[src/logic/periph_pkg.sv]
`default_nettype none

package periph_pkg;

    localparam int NUM_SLOTS = 16;    // Per bank
    localparam int NUM_PINS  = 8;

    typedef logic [10:0] addr_t;      // Byte address from the core
    typedef logic [31:0] word_t;
    typedef logic [7:0]  byte_t;      // Simple-slot data, also one pin vector
    typedef logic [3:0]  slot_idx_t;
    typedef logic [5:0]  reg_off_t;   // Offset inside a 64-byte full slot
    typedef logic [4:0]  pin_func_t;  // Bit 4 picks the simple bank

    // Size code of a core access, 3 means nothing this cycle
    typedef enum logic [1:0] {
        ACC_BYTE = 2'b00,
        ACC_HALF = 2'b01,
        ACC_WORD = 2'b10,
        ACC_NONE = 2'b11
    } acc_size_e;

    typedef struct packed {
        addr_t     addr;
        word_t     wdata;
        acc_size_e write_size;
        acc_size_e read_size;
    } bus_req_t;

    typedef struct packed {
        logic [NUM_SLOTS-1:0] full;    // One-hot over 64-byte slots
        logic [NUM_SLOTS-1:0] simple;  // One-hot over 16-byte slots
        logic                 write;
        logic                 read;    // Masked while a read is held
        reg_off_t             off;
    } slot_sel_t;

    typedef struct packed {
        byte_t [NUM_SLOTS-1:0] full;
        byte_t [NUM_SLOTS-1:0] simple;
    } slot_out_t;

    localparam slot_idx_t SLOT_GPIO   = 4'd1;
    localparam slot_idx_t SIMPLE_EDGE = 4'd0;
    localparam slot_idx_t SIMPLE_PWM  = 4'd1;

    localparam reg_off_t GPIO_OUT_OFF  = 6'h00;
    localparam reg_off_t GPIO_IN_OFF   = 6'h04;
    localparam reg_off_t GPIO_FUNC_OFF = 6'h20;  // Pin n at +4n

    // Every pin comes out of reset driven by the GPIO register
    localparam pin_func_t FUNC_GPIO = {1'b0, SLOT_GPIO};

endpackage

`default_nettype wire

[src/logic/bus_decode.sv]
`timescale 1ns/1ps
`default_nettype none

module bus_decode (
    input  periph_pkg::bus_req_t  i_req,
    input  logic                  i_busy,
    output periph_pkg::slot_sel_t o_sel
);

    periph_pkg::slot_idx_t simple_idx;
    periph_pkg::slot_idx_t full_idx;
    logic                  is_simple;
    logic                  is_full;

    // Address map
    // 0x000-0x3ff  sixteen 64-byte full slots
    // 0x400-0x4ff  sixteen 16-byte simple slots
    // 0x600-0x7ff  unmapped
    assign simple_idx = i_req.addr[7:4];
    assign full_idx   = i_req.addr[9:6];
    assign is_simple  = (i_req.addr[10:9] == 2'b10);
    assign is_full    = !i_req.addr[10];

    always_comb begin
        o_sel = '0;
        if (is_simple) begin
            o_sel.simple[simple_idx] = 1'b1;
        end else if (is_full) begin
            o_sel.full[full_idx] = 1'b1;
        end

        o_sel.write = (i_req.write_size != periph_pkg::ACC_NONE);
        // No second read reaches a slot until the held answer is taken
        o_sel.read  = (i_req.read_size != periph_pkg::ACC_NONE) && !i_busy;
        o_sel.off   = i_req.addr[5:0];
    end

endmodule

`default_nettype wire

[src/logic/edge_count_byte.sv]
`timescale 1ns/1ps
`default_nettype none

module edge_count_byte (
    input  logic              clk,
    input  logic              rst_n,
    input  logic              i_write,
    input  periph_pkg::byte_t i_ui_in,
    output periph_pkg::byte_t o_rdata,
    output periph_pkg::byte_t o_pins
);

    logic              pin_q;     // Pin 0 one cycle ago
    logic              rise;
    periph_pkg::byte_t count;

    assign rise = i_ui_in[0] && !pin_q;

    always_ff @(posedge clk) begin
        if (!rst_n) begin
            pin_q <= 1'b0;
            count <= '0;
        end else begin
            pin_q <= i_ui_in[0];
            if (i_write) begin
                count <= '0;  // Any written value clears
            end else if (rise) begin
                count <= count + 8'd1;  // Wraps after 255
            end
        end
    end

    // Count is visible on the bus and on the pins
    assign o_rdata = count;
    assign o_pins  = count;

endmodule

`default_nettype wire

[src/logic/gpio_regs.sv]
`timescale 1ns/1ps
`default_nettype none

module gpio_regs (
    input  logic                                             clk,
    input  logic                                             rst_n,
    input  periph_pkg::slot_sel_t                            i_sel,
    input  periph_pkg::byte_t                                i_wdata,
    input  periph_pkg::byte_t                                i_ui_in,
    output periph_pkg::word_t                                o_rdata,
    output periph_pkg::byte_t                                o_gpio_out,
    output periph_pkg::pin_func_t [periph_pkg::NUM_PINS-1:0] o_func
);

    periph_pkg::byte_t                                gpio_out;
    periph_pkg::pin_func_t [periph_pkg::NUM_PINS-1:0] func_sel;
    logic                                             wr_en;
    logic                                             func_hit;
    logic [$clog2(periph_pkg::NUM_PINS)-1:0]          func_idx;

    assign wr_en = i_sel.full[periph_pkg::SLOT_GPIO] && i_sel.write;

    // Function selects fill the upper half of the slot, one word per pin
    assign func_hit = ((i_sel.off & 6'h23) == periph_pkg::GPIO_FUNC_OFF);
    assign func_idx = i_sel.off[4:2];

    always_ff @(posedge clk) begin
        if (!rst_n) begin
            gpio_out <= '0;
        end else if (wr_en && (i_sel.off == periph_pkg::GPIO_OUT_OFF)) begin
            gpio_out <= i_wdata;
        end
    end

    always_ff @(posedge clk) begin
        if (!rst_n) begin
            func_sel <= {periph_pkg::NUM_PINS{periph_pkg::FUNC_GPIO}};
        end else if (wr_en && func_hit) begin
            func_sel[func_idx] <= i_wdata[4:0];  // Upper data bits ignored
        end
    end

    always_comb begin
        o_rdata = '0;
        if (i_sel.off == periph_pkg::GPIO_OUT_OFF) begin
            o_rdata = periph_pkg::word_t'(gpio_out);
        end else if (i_sel.off == periph_pkg::GPIO_IN_OFF) begin
            o_rdata = periph_pkg::word_t'(i_ui_in);  // Live pin state
        end else if (func_hit) begin
            o_rdata = periph_pkg::word_t'(func_sel[func_idx]);
        end
    end

    assign o_gpio_out = gpio_out;
    assign o_func     = func_sel;

endmodule

`default_nettype wire

[src/logic/periph_top.sv]
`timescale 1ns/1ps
`default_nettype none

module periph_top (
    input  logic                 clk,
    input  logic                 rst_n,
    input  periph_pkg::bus_req_t i_req,
    input  periph_pkg::byte_t    i_ui_in,
    input  logic                 i_read_complete,
    output periph_pkg::byte_t    o_uo_out,
    output periph_pkg::word_t    o_data_out,
    output logic                 o_data_ready
);

    periph_pkg::slot_sel_t                            sel;
    logic                                             busy;
    periph_pkg::word_t                                gpio_rdata;
    periph_pkg::byte_t                                gpio_out;
    periph_pkg::pin_func_t [periph_pkg::NUM_PINS-1:0] func;
    periph_pkg::byte_t                                edge_rdata;
    periph_pkg::byte_t                                edge_pins;
    periph_pkg::byte_t                                pwm_rdata;
    periph_pkg::byte_t                                pwm_pins;
    logic                                             edge_write;
    logic                                             pwm_write;
    periph_pkg::slot_out_t                            slots;

    assign edge_write = sel.write && sel.simple[periph_pkg::SIMPLE_EDGE];
    assign pwm_write  = sel.write && sel.simple[periph_pkg::SIMPLE_PWM];

    // Empty slots drive their pins low
    always_comb begin
        slots                                   = '0;
        slots.full[periph_pkg::SLOT_GPIO]       = gpio_out;
        slots.simple[periph_pkg::SIMPLE_EDGE]   = edge_pins;
        slots.simple[periph_pkg::SIMPLE_PWM]    = pwm_pins;
    end

    bus_decode u_decode (
        .i_req  (i_req),
        .i_busy (busy),
        .o_sel  (sel)
    );

    gpio_regs u_gpio (
        .clk        (clk),
        .rst_n      (rst_n),
        .i_sel      (sel),
        .i_wdata    (i_req.wdata[7:0]),
        .i_ui_in    (i_ui_in),
        .o_rdata    (gpio_rdata),
        .o_gpio_out (gpio_out),
        .o_func     (func)
    );

    edge_count_byte u_edge (
        .clk     (clk),
        .rst_n   (rst_n),
        .i_write (edge_write),
        .i_ui_in (i_ui_in),
        .o_rdata (edge_rdata),
        .o_pins  (edge_pins)
    );

    pwm_byte u_pwm (
        .clk     (clk),
        .rst_n   (rst_n),
        .i_write (pwm_write),
        .i_wdata (i_req.wdata[7:0]),
        .o_rdata (pwm_rdata),
        .o_pins  (pwm_pins)
    );

    read_return u_ret (
        .clk             (clk),
        .rst_n           (rst_n),
        .i_sel           (sel),
        .i_gpio_rdata    (gpio_rdata),
        .i_edge_rdata    (edge_rdata),
        .i_pwm_rdata     (pwm_rdata),
        .i_write_req     (sel.write),
        .i_read_complete (i_read_complete),
        .o_busy          (busy),
        .o_data_out      (o_data_out),
        .o_data_ready    (o_data_ready)
    );

    pin_mux u_pins (
        .i_func   (func),
        .i_slots  (slots),
        .o_uo_out (o_uo_out)
    );

endmodule

`default_nettype wire

[src/logic/pin_mux.sv]
`timescale 1ns/1ps
`default_nettype none

module pin_mux (
    input  periph_pkg::pin_func_t [periph_pkg::NUM_PINS-1:0] i_func,
    input  periph_pkg::slot_out_t                            i_slots,
    output periph_pkg::byte_t                                o_uo_out
);

    for (genvar n = 0; n < periph_pkg::NUM_PINS; n++) begin : g_pin
        periph_pkg::slot_idx_t idx;
        logic                  use_simple;

        assign idx        = i_func[n][3:0];
        assign use_simple = i_func[n][4];

        // Pin n only ever takes bit n of the chosen slot
        assign o_uo_out[n] = use_simple ? i_slots.simple[idx][n]
                                        : i_slots.full[idx][n];
    end

endmodule

`default_nettype wire

[src/logic/pwm_byte.sv]
`timescale 1ns/1ps
`default_nettype none

module pwm_byte (
    input  logic              clk,
    input  logic              rst_n,
    input  logic              i_write,
    input  periph_pkg::byte_t i_wdata,
    output periph_pkg::byte_t o_rdata,
    output periph_pkg::byte_t o_pins
);

    periph_pkg::byte_t duty;
    periph_pkg::byte_t cnt;   // Free-running, period of 256 cycles
    logic              pwm;

    always_ff @(posedge clk) begin
        if (!rst_n) begin
            duty <= '0;
            cnt  <= '0;
        end else begin
            cnt <= cnt + 8'd1;
            if (i_write) begin
                duty <= i_wdata;
            end
        end
    end

    // High for exactly duty cycles out of every 256
    assign pwm = (cnt < duty);

    assign o_rdata = duty;
    assign o_pins  = {7'b0000000, pwm};  // Only pin 0 carries the waveform

endmodule

`default_nettype wire

[src/logic/read_return.sv]
`timescale 1ns/1ps
`default_nettype none

module read_return (
    input  logic                  clk,
    input  logic                  rst_n,
    input  periph_pkg::slot_sel_t i_sel,
    input  periph_pkg::word_t     i_gpio_rdata,
    input  periph_pkg::byte_t     i_edge_rdata,
    input  periph_pkg::byte_t     i_pwm_rdata,
    input  logic                  i_write_req,
    input  logic                  i_read_complete,
    output logic                  o_busy,
    output periph_pkg::word_t     o_data_out,
    output logic                  o_data_ready
);

    typedef enum logic {
        IDLE,
        HOLD
    } ret_state_e;

    ret_state_e        state;
    periph_pkg::word_t rdata_mux;
    logic              ready_mux;
    logic              accept;
    periph_pkg::word_t data_q;
    logic              ready_q;

    // Simple-slot bytes are zero-extended, empty slots read zero
    always_comb begin
        rdata_mux = '0;
        if (i_sel.full[periph_pkg::SLOT_GPIO]) begin
            rdata_mux = i_gpio_rdata;
        end else if (i_sel.simple[periph_pkg::SIMPLE_EDGE]) begin
            rdata_mux = periph_pkg::word_t'(i_edge_rdata);
        end else if (i_sel.simple[periph_pkg::SIMPLE_PWM]) begin
            rdata_mux = periph_pkg::word_t'(i_pwm_rdata);
        end
    end

    // Simple slots always answer, of the full slots only GPIO is populated
    assign ready_mux = (|i_sel.simple) || i_sel.full[periph_pkg::SLOT_GPIO];
    assign accept    = i_sel.read && ready_mux && (state == IDLE);

    always_ff @(posedge clk) begin
        if (!rst_n) begin
            state   <= IDLE;
            ready_q <= 1'b0;
        end else begin
            ready_q <= accept;  // One-cycle pulse per captured read
            case (state)
                IDLE: if (accept) state <= HOLD;
                HOLD: if (i_read_complete) state <= IDLE;
                default: state <= IDLE;
            endcase
        end
    end

    always_ff @(posedge clk) begin
        if (accept) begin
            data_q <= rdata_mux;
        end
    end

    assign o_busy       = (state == HOLD);
    assign o_data_out   = data_q;
    assign o_data_ready = ready_q || i_write_req;  // Writes complete at once

    hold_stable: assert property (@(posedge clk) disable iff (!rst_n)
        (state == HOLD) |=> $stable(o_data_out))
        else $error("held read data changed before read complete");

endmodule

`default_nettype wire

[config.mk]
export PLATFORM = sky130hd
export DESIGN_NAME = periph_top
export DESIGN_NICKNAME = d
export VERILOG_FILES = /design/src/logic/periph_pkg.sv /design/src/logic/bus_decode.sv /design/src/logic/edge_count_byte.sv /design/src/logic/gpio_regs.sv /design/src/logic/periph_top.sv /design/src/logic/pin_mux.sv /design/src/logic/pwm_byte.sv /design/src/logic/read_return.sv
export SDC_FILE = /design/constraint.sdc
export NUM_CORES = 1
export LEC_CHECK = 0
export ABC_AREA = 1
export BUFFER_PORTS_ARGS = -buffer_cell sky130_fd_sc_hd__buf_2
export CORE_UTILIZATION = 55
export CTS_BUF_LIST = sky130_fd_sc_hd__clkbuf_8
export DETAILED_ROUTE_END_ITERATION = 8
export PLACE_DENSITY_LB_ADDON = 0.3
export SKIP_LAST_GASP = 1
export SYNTH_ARGS = -nofsm -noshare
export SYNTH_HDL_FRONTEND = slang
export SYNTH_HIERARCHICAL = 1
export SYNTH_SLANG_ARGS = --single-unit
[constraint.sdc]
create_clock -name clk -period 2.8 [get_ports clk]
set_clock_uncertainty 0.2 [all_clocks]
set_input_delay 0.84 -clock clk [delete_from_list [all_inputs] [get_ports clk]]
set_output_delay 0.84 -clock clk [all_outputs]
set_load 0.01 [all_outputs]
Word level (Yosys, flattened, before mapping)
Index checks and enable logic that the tools add are counted.
W data, S select, Z words.
{"block": "classes", "add_sub_neg": 2, "magnitude_cmp": 15, "eq_ne": 5, "mux": 61, "bitwise": 2, "n_reduce_logical": 19}
{"cell": "$bmux W8 S4", "count": 16}
{"cell": "$mux W32", "count": 4}
{"cell": "$lt A4 B5 Y1 const B", "count": 10}
{"cell": "$bwmux W40", "count": 1}
{"cell": "$mux W5", "count": 5}
{"cell": "$mux W8", "count": 3}
{"cell": "$add A8 B1 Y8 const B", "count": 2}
{"cell": "$mux W16", "count": 1}
{"cell": "$reduce_or A16 Y1", "count": 1}
{"cell": "$bmux W5 S3", "count": 1}
{"cell": "$demux W5 S3", "count": 1}
{"cell": "$mux W1", "count": 14}
{"cell": "$mux W7", "count": 2}
{"cell": "$logic_and A1 B1 Y1", "count": 12}
{"cell": "$mux W6", "count": 2}
{"cell": "$demux W1 S4", "count": 2}
{"cell": "$ge A4 B1 Y1 const B", "count": 2}
{"cell": "$lt A8 B8 Y1", "count": 1}
{"cell": "$mux W2", "count": 4}
{"cell": "$mux W4", "count": 2}
{"cell": "$eq A6 B3 Y1 const B", "count": 1}
{"cell": "$logic_not A6 Y1", "count": 1}
{"cell": "$mux W3", "count": 2}
{"cell": "$lt A3 B4 Y1 const B", "count": 1}
{"cell": "9 further kinds", "count": 13}
{"block": "totals", "ff_bits": 107, "elab_cells": 120}

Longest topological paths before layout
{"block": "depth", "ltp_word": 11, "ltp_mapped": 16, "ltp_nobuf": 15}

Cells and area by module
Netlist, hierarchy kept.
{"module": "pin_mux", "instances": 1, "cells_per_inst": 624, "area_each_um2": 2995.4, "seq_area_each_um2": 0.0}
{"module": "gpio_regs", "instances": 1, "cells_per_inst": 388, "area_each_um2": 2552.4, "seq_area_each_um2": 960.9}
{"module": "read_return", "instances": 1, "cells_per_inst": 154, "area_each_um2": 1540.2, "seq_area_each_um2": 1001.0}
{"module": "pwm_byte", "instances": 1, "cells_per_inst": 107, "area_each_um2": 829.5, "seq_area_each_um2": 320.3}
{"module": "edge_count_byte", "instances": 1, "cells_per_inst": 67, "area_each_um2": 473.0, "seq_area_each_um2": 180.2}
{"module": "bus_decode", "instances": 1, "cells_per_inst": 68, "area_each_um2": 297.8, "seq_area_each_um2": 0.0}
{"module": "periph_top", "instances": 1, "cells_per_inst": 5, "area_each_um2": 18.8, "seq_area_each_um2": 0.0}

Worst setup path after synthesis
No wires, ideal clock.
{"block": "synth_timing", "kind": "input -> register", "start": "in i_req[46] (netlist bit)", "end": "reg u_ret.data_q[0], in the netlist u_ret/o_data_out[0] (enable)", "setup_ns": 0.387, "arrival_ns": 2.277, "setup_slack_ns": -0.064, "stages": 11, "cell_sequence": "inv_2 nor2_4 nand2_1 nor2_1 buf_6 nor2_4 nand2_1 nor2_2 nand3_2 nand2_1 inv_1"}
{"item": "start: declaration", "line_no": "periph_top.sv:7", "rtl": "input periph_pkg::bus_req_t i_req,"}
{"item": "end signal: assignment", "line_no": "read_return.sv:62", "rtl": "data_q <= rdata_mux;"}
{"item": "end: declaration", "line_no": "read_return.sv:27", "rtl": "periph_pkg::word_t data_q;"}

Worst setup path in the final report
{"block": "layout_timing", "start": "reg u_pwm.duty[3], in the netlist u_pwm/o_rdata[3]", "end": "out o_uo_out[0]"}
{"block": "layout_via", "elab_chain_cells": 4}
{"item": "start: declaration", "line_no": "pwm_byte.sv:13", "rtl": "periph_pkg::byte_t duty;"}
{"item": "start signal: assignment", "line_no": "pwm_byte.sv:24", "rtl": "duty <= i_wdata;"}
{"item": "$lt A8 B8 Y1", "line_no": "pwm_byte.sv:30", "rtl": "assign pwm = (cnt < duty);"}
{"item": "named net pwm_pins[0]", "line_no": "periph_top.sv:23", "rtl": "periph_pkg::byte_t pwm_pins;"}
{"item": "$bmux W8 S4", "line_no": "pin_mux.sv:18", "rtl": "assign o_uo_out[n] = use_simple ? i_slots.simple[idx][n]"}
{"item": "$mux W1 (not written as such)", "line_no": "pin_mux.sv:18"}
{"item": "$mux W1", "line_no": "pin_mux.sv:18"}
{"item": "end: declaration", "line_no": "periph_top.sv:10", "rtl": "output periph_pkg::byte_t o_uo_out,"}
The timed path passes the listed nets, and every way through them passes these cells. The select of a mux whose other input is x is not followed.

==> impl_summary.md <==
STA
Setup violations remaining at the end of the flow were counted as 1. The tightest hold path in the finished design has a slack of 0.2890 ns. The shortest period the worst path allows is a little over 3 ns. The setup slack after layout is -0.2781 ns. Based on the critical path, the design can be clocked at up to roughly 0.32 GHz. The share of the clock period used by the worst path is 109.9%. Setup repair after global routing could not meet its margin everywhere.

The hold violation count in the final report is 0. The max-slew violation count is 0.

Clocking
TritonCTS built the clock tree. At the later pin of the worst-skew pair, clock insertion delay measures 0.39 ns. The number of sinks handled by clock tree synthesis is ~110. After clock tree synthesis, the clock-pin slew on the worst setup and hold paths is between 0.1 and 0.15 ns.

CTS built an H-tree with a depth of 3. The maximum count of clock buffers along a single path is 2. The number of clock buffers added by TritonCTS is 9. For this design, the CTS-stage hold fixing added 0 buffers. The root buffer cell chosen for the clock tree is sky130_fd_sc_hd__clkbuf_8.

Floorplan
The floorplan has 45 rows. The die covers 0.01619 mm^2. Measured along the x axis, the die boundary spans 127.2 um. The die boundary height is 127.2 um. The top-level I/O count is 99. The core outline area is 0.01526 mm^2. The starting utilization of the core area is 56.52%.

Detailed routing
The vias per cell is 4.601. Summed over all layers, the routed wires come to 20230 um. The first routing iteration left 693 violations.

The overall via count from detail_route is 8668. The number of remaining DRC errors is 0. The detailed-routing iteration count for the pre-antenna-repair pass is 6. Dividing the detail-routed wire length by the instance count gives 10.74 um.

In this run the remaining antenna-violating nets after routing total 0.

Worst setup path
The start point of the critical path is u_pwm/o_rdata[3]. The library cell appearing most often on the critical path is sky130_fd_sc_hd__nand2_1. The arrival time at the worst endpoint is 2.04 ns. The standard cell with the maximum stage delay on the critical path is sky130_fd_sc_hd__dfxtp_2.

The required time of the worst setup path is about 1.8 ns. The startpoint kind of the worst setup timing path is a flip-flop. Counting cells, the worst reg-to-reg path comes to 9. The maximum fanout along the worst path is 2. The signal on the critical path passes through inv_2 -> ha_4 -> nand2_2 -> inv_1 -> nand2_1 -> nand2_1 -> a21oi_2 -> nand2_1 -> nand3_1 -> nand3_1 -> nand2_1 -> nand2_1 -> nand2_1 -> nand2_1 -> nand2_1 -> buf_2. In this run the critical register-to-register path is launched from u_gpio/o_func[0]. The setup path with the least slack is of type reg2out.

The worst setup path is captured at an output port. The largest single stage delay on the critical path is 0.35 ns.

Pwr
The combinational cell fraction of total power is 14.5%. In this run the static leakage power is 0.005198 uW. The cell area power density is around 310 mW/mm^2. The clock network burns 31.3% of the power.

Summed over all nets, the switching power comes to 902.4 uW. Net switching is around 30% of the power. The internal power is 2137 uW. In this run, flip-flops and latches consume around 54% of the power.

IR analysis of the VDD net gives a maximum drop of 0.0003450 V.

Place
The final estimated routing congestion in global placement is 0.9116. The quantity of I/O buffers inserted on ports is 74. The half-perimeter wire length of the detailed placement result is ~15000 um.

Run status
The flow ran to the end, but the final reports show violations. The checks that failed: setup timing.

Layout
The utilization after layout is 65.14%. Summing all multi-input logic gate instances after layout gives 0.005803 mm^2. Of the cells placed in the final design, the portion with a size suffix greater than 1 is between 15 and 20%. The footprint of the flip-flops and latches is 0.002489 mm^2. The fill cell total of the finished layout is 1407. The area growth from synthesis to layout is 15.25%. The final net count is 1733.

Yosys
The average instance area after synthesis is 6.191 um^2. Synthesis produced 1393 cells. Yosys printed 6 warnings.

In this run the cell area of the synthesized design comes to around 0.0086 mm^2.

Global routing
Entering global routing, the biggest net connects 41 pins. The global-route usage over all layers is between 20% and 30%. The initial antenna violation count is 2. The global-route wire length before repair is 34580 um. The via count of the first global-routing pass came to roughly 7700. For this run the aggregate overflow at the end of global routing stands at 0.

Job
The number of maximum-capacitance violations is 0.

Hold path
The hold path startpoint is u_pwm/cnt[0]. The instance count along the most critical hold path is 1. In this run the worst hold path is classified as reg2reg.
metal layers:
metal,vias up,wire length [um],global-route usage [%]
li1,4661,-,-
met3,44,1184,4.355
met4,0,551,8.123
met2,229,9516,44.51
met5,-,0,0
met1,3734,8978,33.40
final timing paths:
| path | end | slack, ns |
|---|---|---|
| worst max-delay path | o_uo_out[0] | -0.28 |
| worst min-delay path | u_pwm/cnt[0] | 0.29 |
| worst max register to register | u_ret/o_data_out[0] | 0.96 |
| worst min register to register | u_pwm/cnt[0] | 0.29 |
cells in the final DEF, fill, tap and decap left out, types with 11 or more instances in the layout:
cell type and instances:
sky130_fd_sc_hd__nor2_2 11, sky130_fd_sc_hd__dfxtp_2 15, sky130_fd_sc_hd__inv_1 99, sky130_fd_sc_hd__conb_1 263
sky130_fd_sc_hd__dfxtp_1 58, sky130_fd_sc_hd__nand3_1 241, sky130_fd_sc_hd__o21ai_1 23, sky130_fd_sc_hd__nand2_2 56
sky130_fd_sc_hd__nor2_1 121, sky130_fd_sc_hd__inv_2 26, sky130_fd_sc_hd__a21oi_1 38, sky130_fd_sc_hd__inv_6 11
sky130_fd_sc_hd__buf_2 74, sky130_fd_sc_hd__o21ai_0 27, sky130_fd_sc_hd__edfxtp_1 32, sky130_fd_sc_hd__nand2_1 484
sky130_fd_sc_hd__buf_4 32
metrics by stage:
stage	TNS [ns]	power, uW	setup slack [ns]	instances	area, um^2
CTS	-0.1928	3024	-0.1928	1881	9881
detailed placement	0	2094	0.07714	1860	9562
global placement	0	2090	0.1110	1860	9562
finish	-0.2781	3039	-0.2781	1884	9940
global route	-0.3950	3178	-0.3950	1882	9935
floorplan	0	2025	0.1331	1653	9604
critical path, delay by kind of cell (launching register included):
family          cells  cell delay, ns
compound gates      1            0.13
buf+inv             3            0.21
fa+ha+maj           1            0.22
simple gates       11            0.72
flops               1            0.35
sequential cells by signal (all words and copies together) (netlist names):
signal             flops
u_pwm/o_rdata          8
u_gpio/o_gpio_out      8
u_edge/pin_q           1
u_edge/o_pins          8
u_gpio/o_func         40
u_ret/o_busy           1
u_pwm/cnt              8
u_ret/o_data_out      32
u_ret/ready_q          1
area by class of cell:
type	instances	share of cell area (%)
Inverter	135	5.551
Clock inverter	7	0.7301
Clock buffer	9	1.246
Tap cell	211	2.656
Antenna cell	2	0.05035
Multi-Input combinational cell	1306	58.38
Timing Repair Buffer	107	6.344
Sequential cell	107	25.04
repair_timing:
| item | in CTS | in global routing |
|---|---|---|
| endpoints found under the setup margin | 1 | 5 |
| buffers inserted | 5 | 1 |
| resized for setup | 25 | 18 |
| hold endpoints to repair | 0 | 0 |
| pin swaps | 16 | 8 |
power groups by stage:
stage          clock network (uW)  logic [uW]  registers (uW)
2_1_floorplan                   0         332            1690
3_3_place_gp                    0         408            1680
3_5_place_dp                    0         411            1680
4_1_cts                       957         421            1650
5_1_grt                      1020         508            1650
6_report                      951         442            1650
Note: power is estimated with default switching activity, not from simulation.
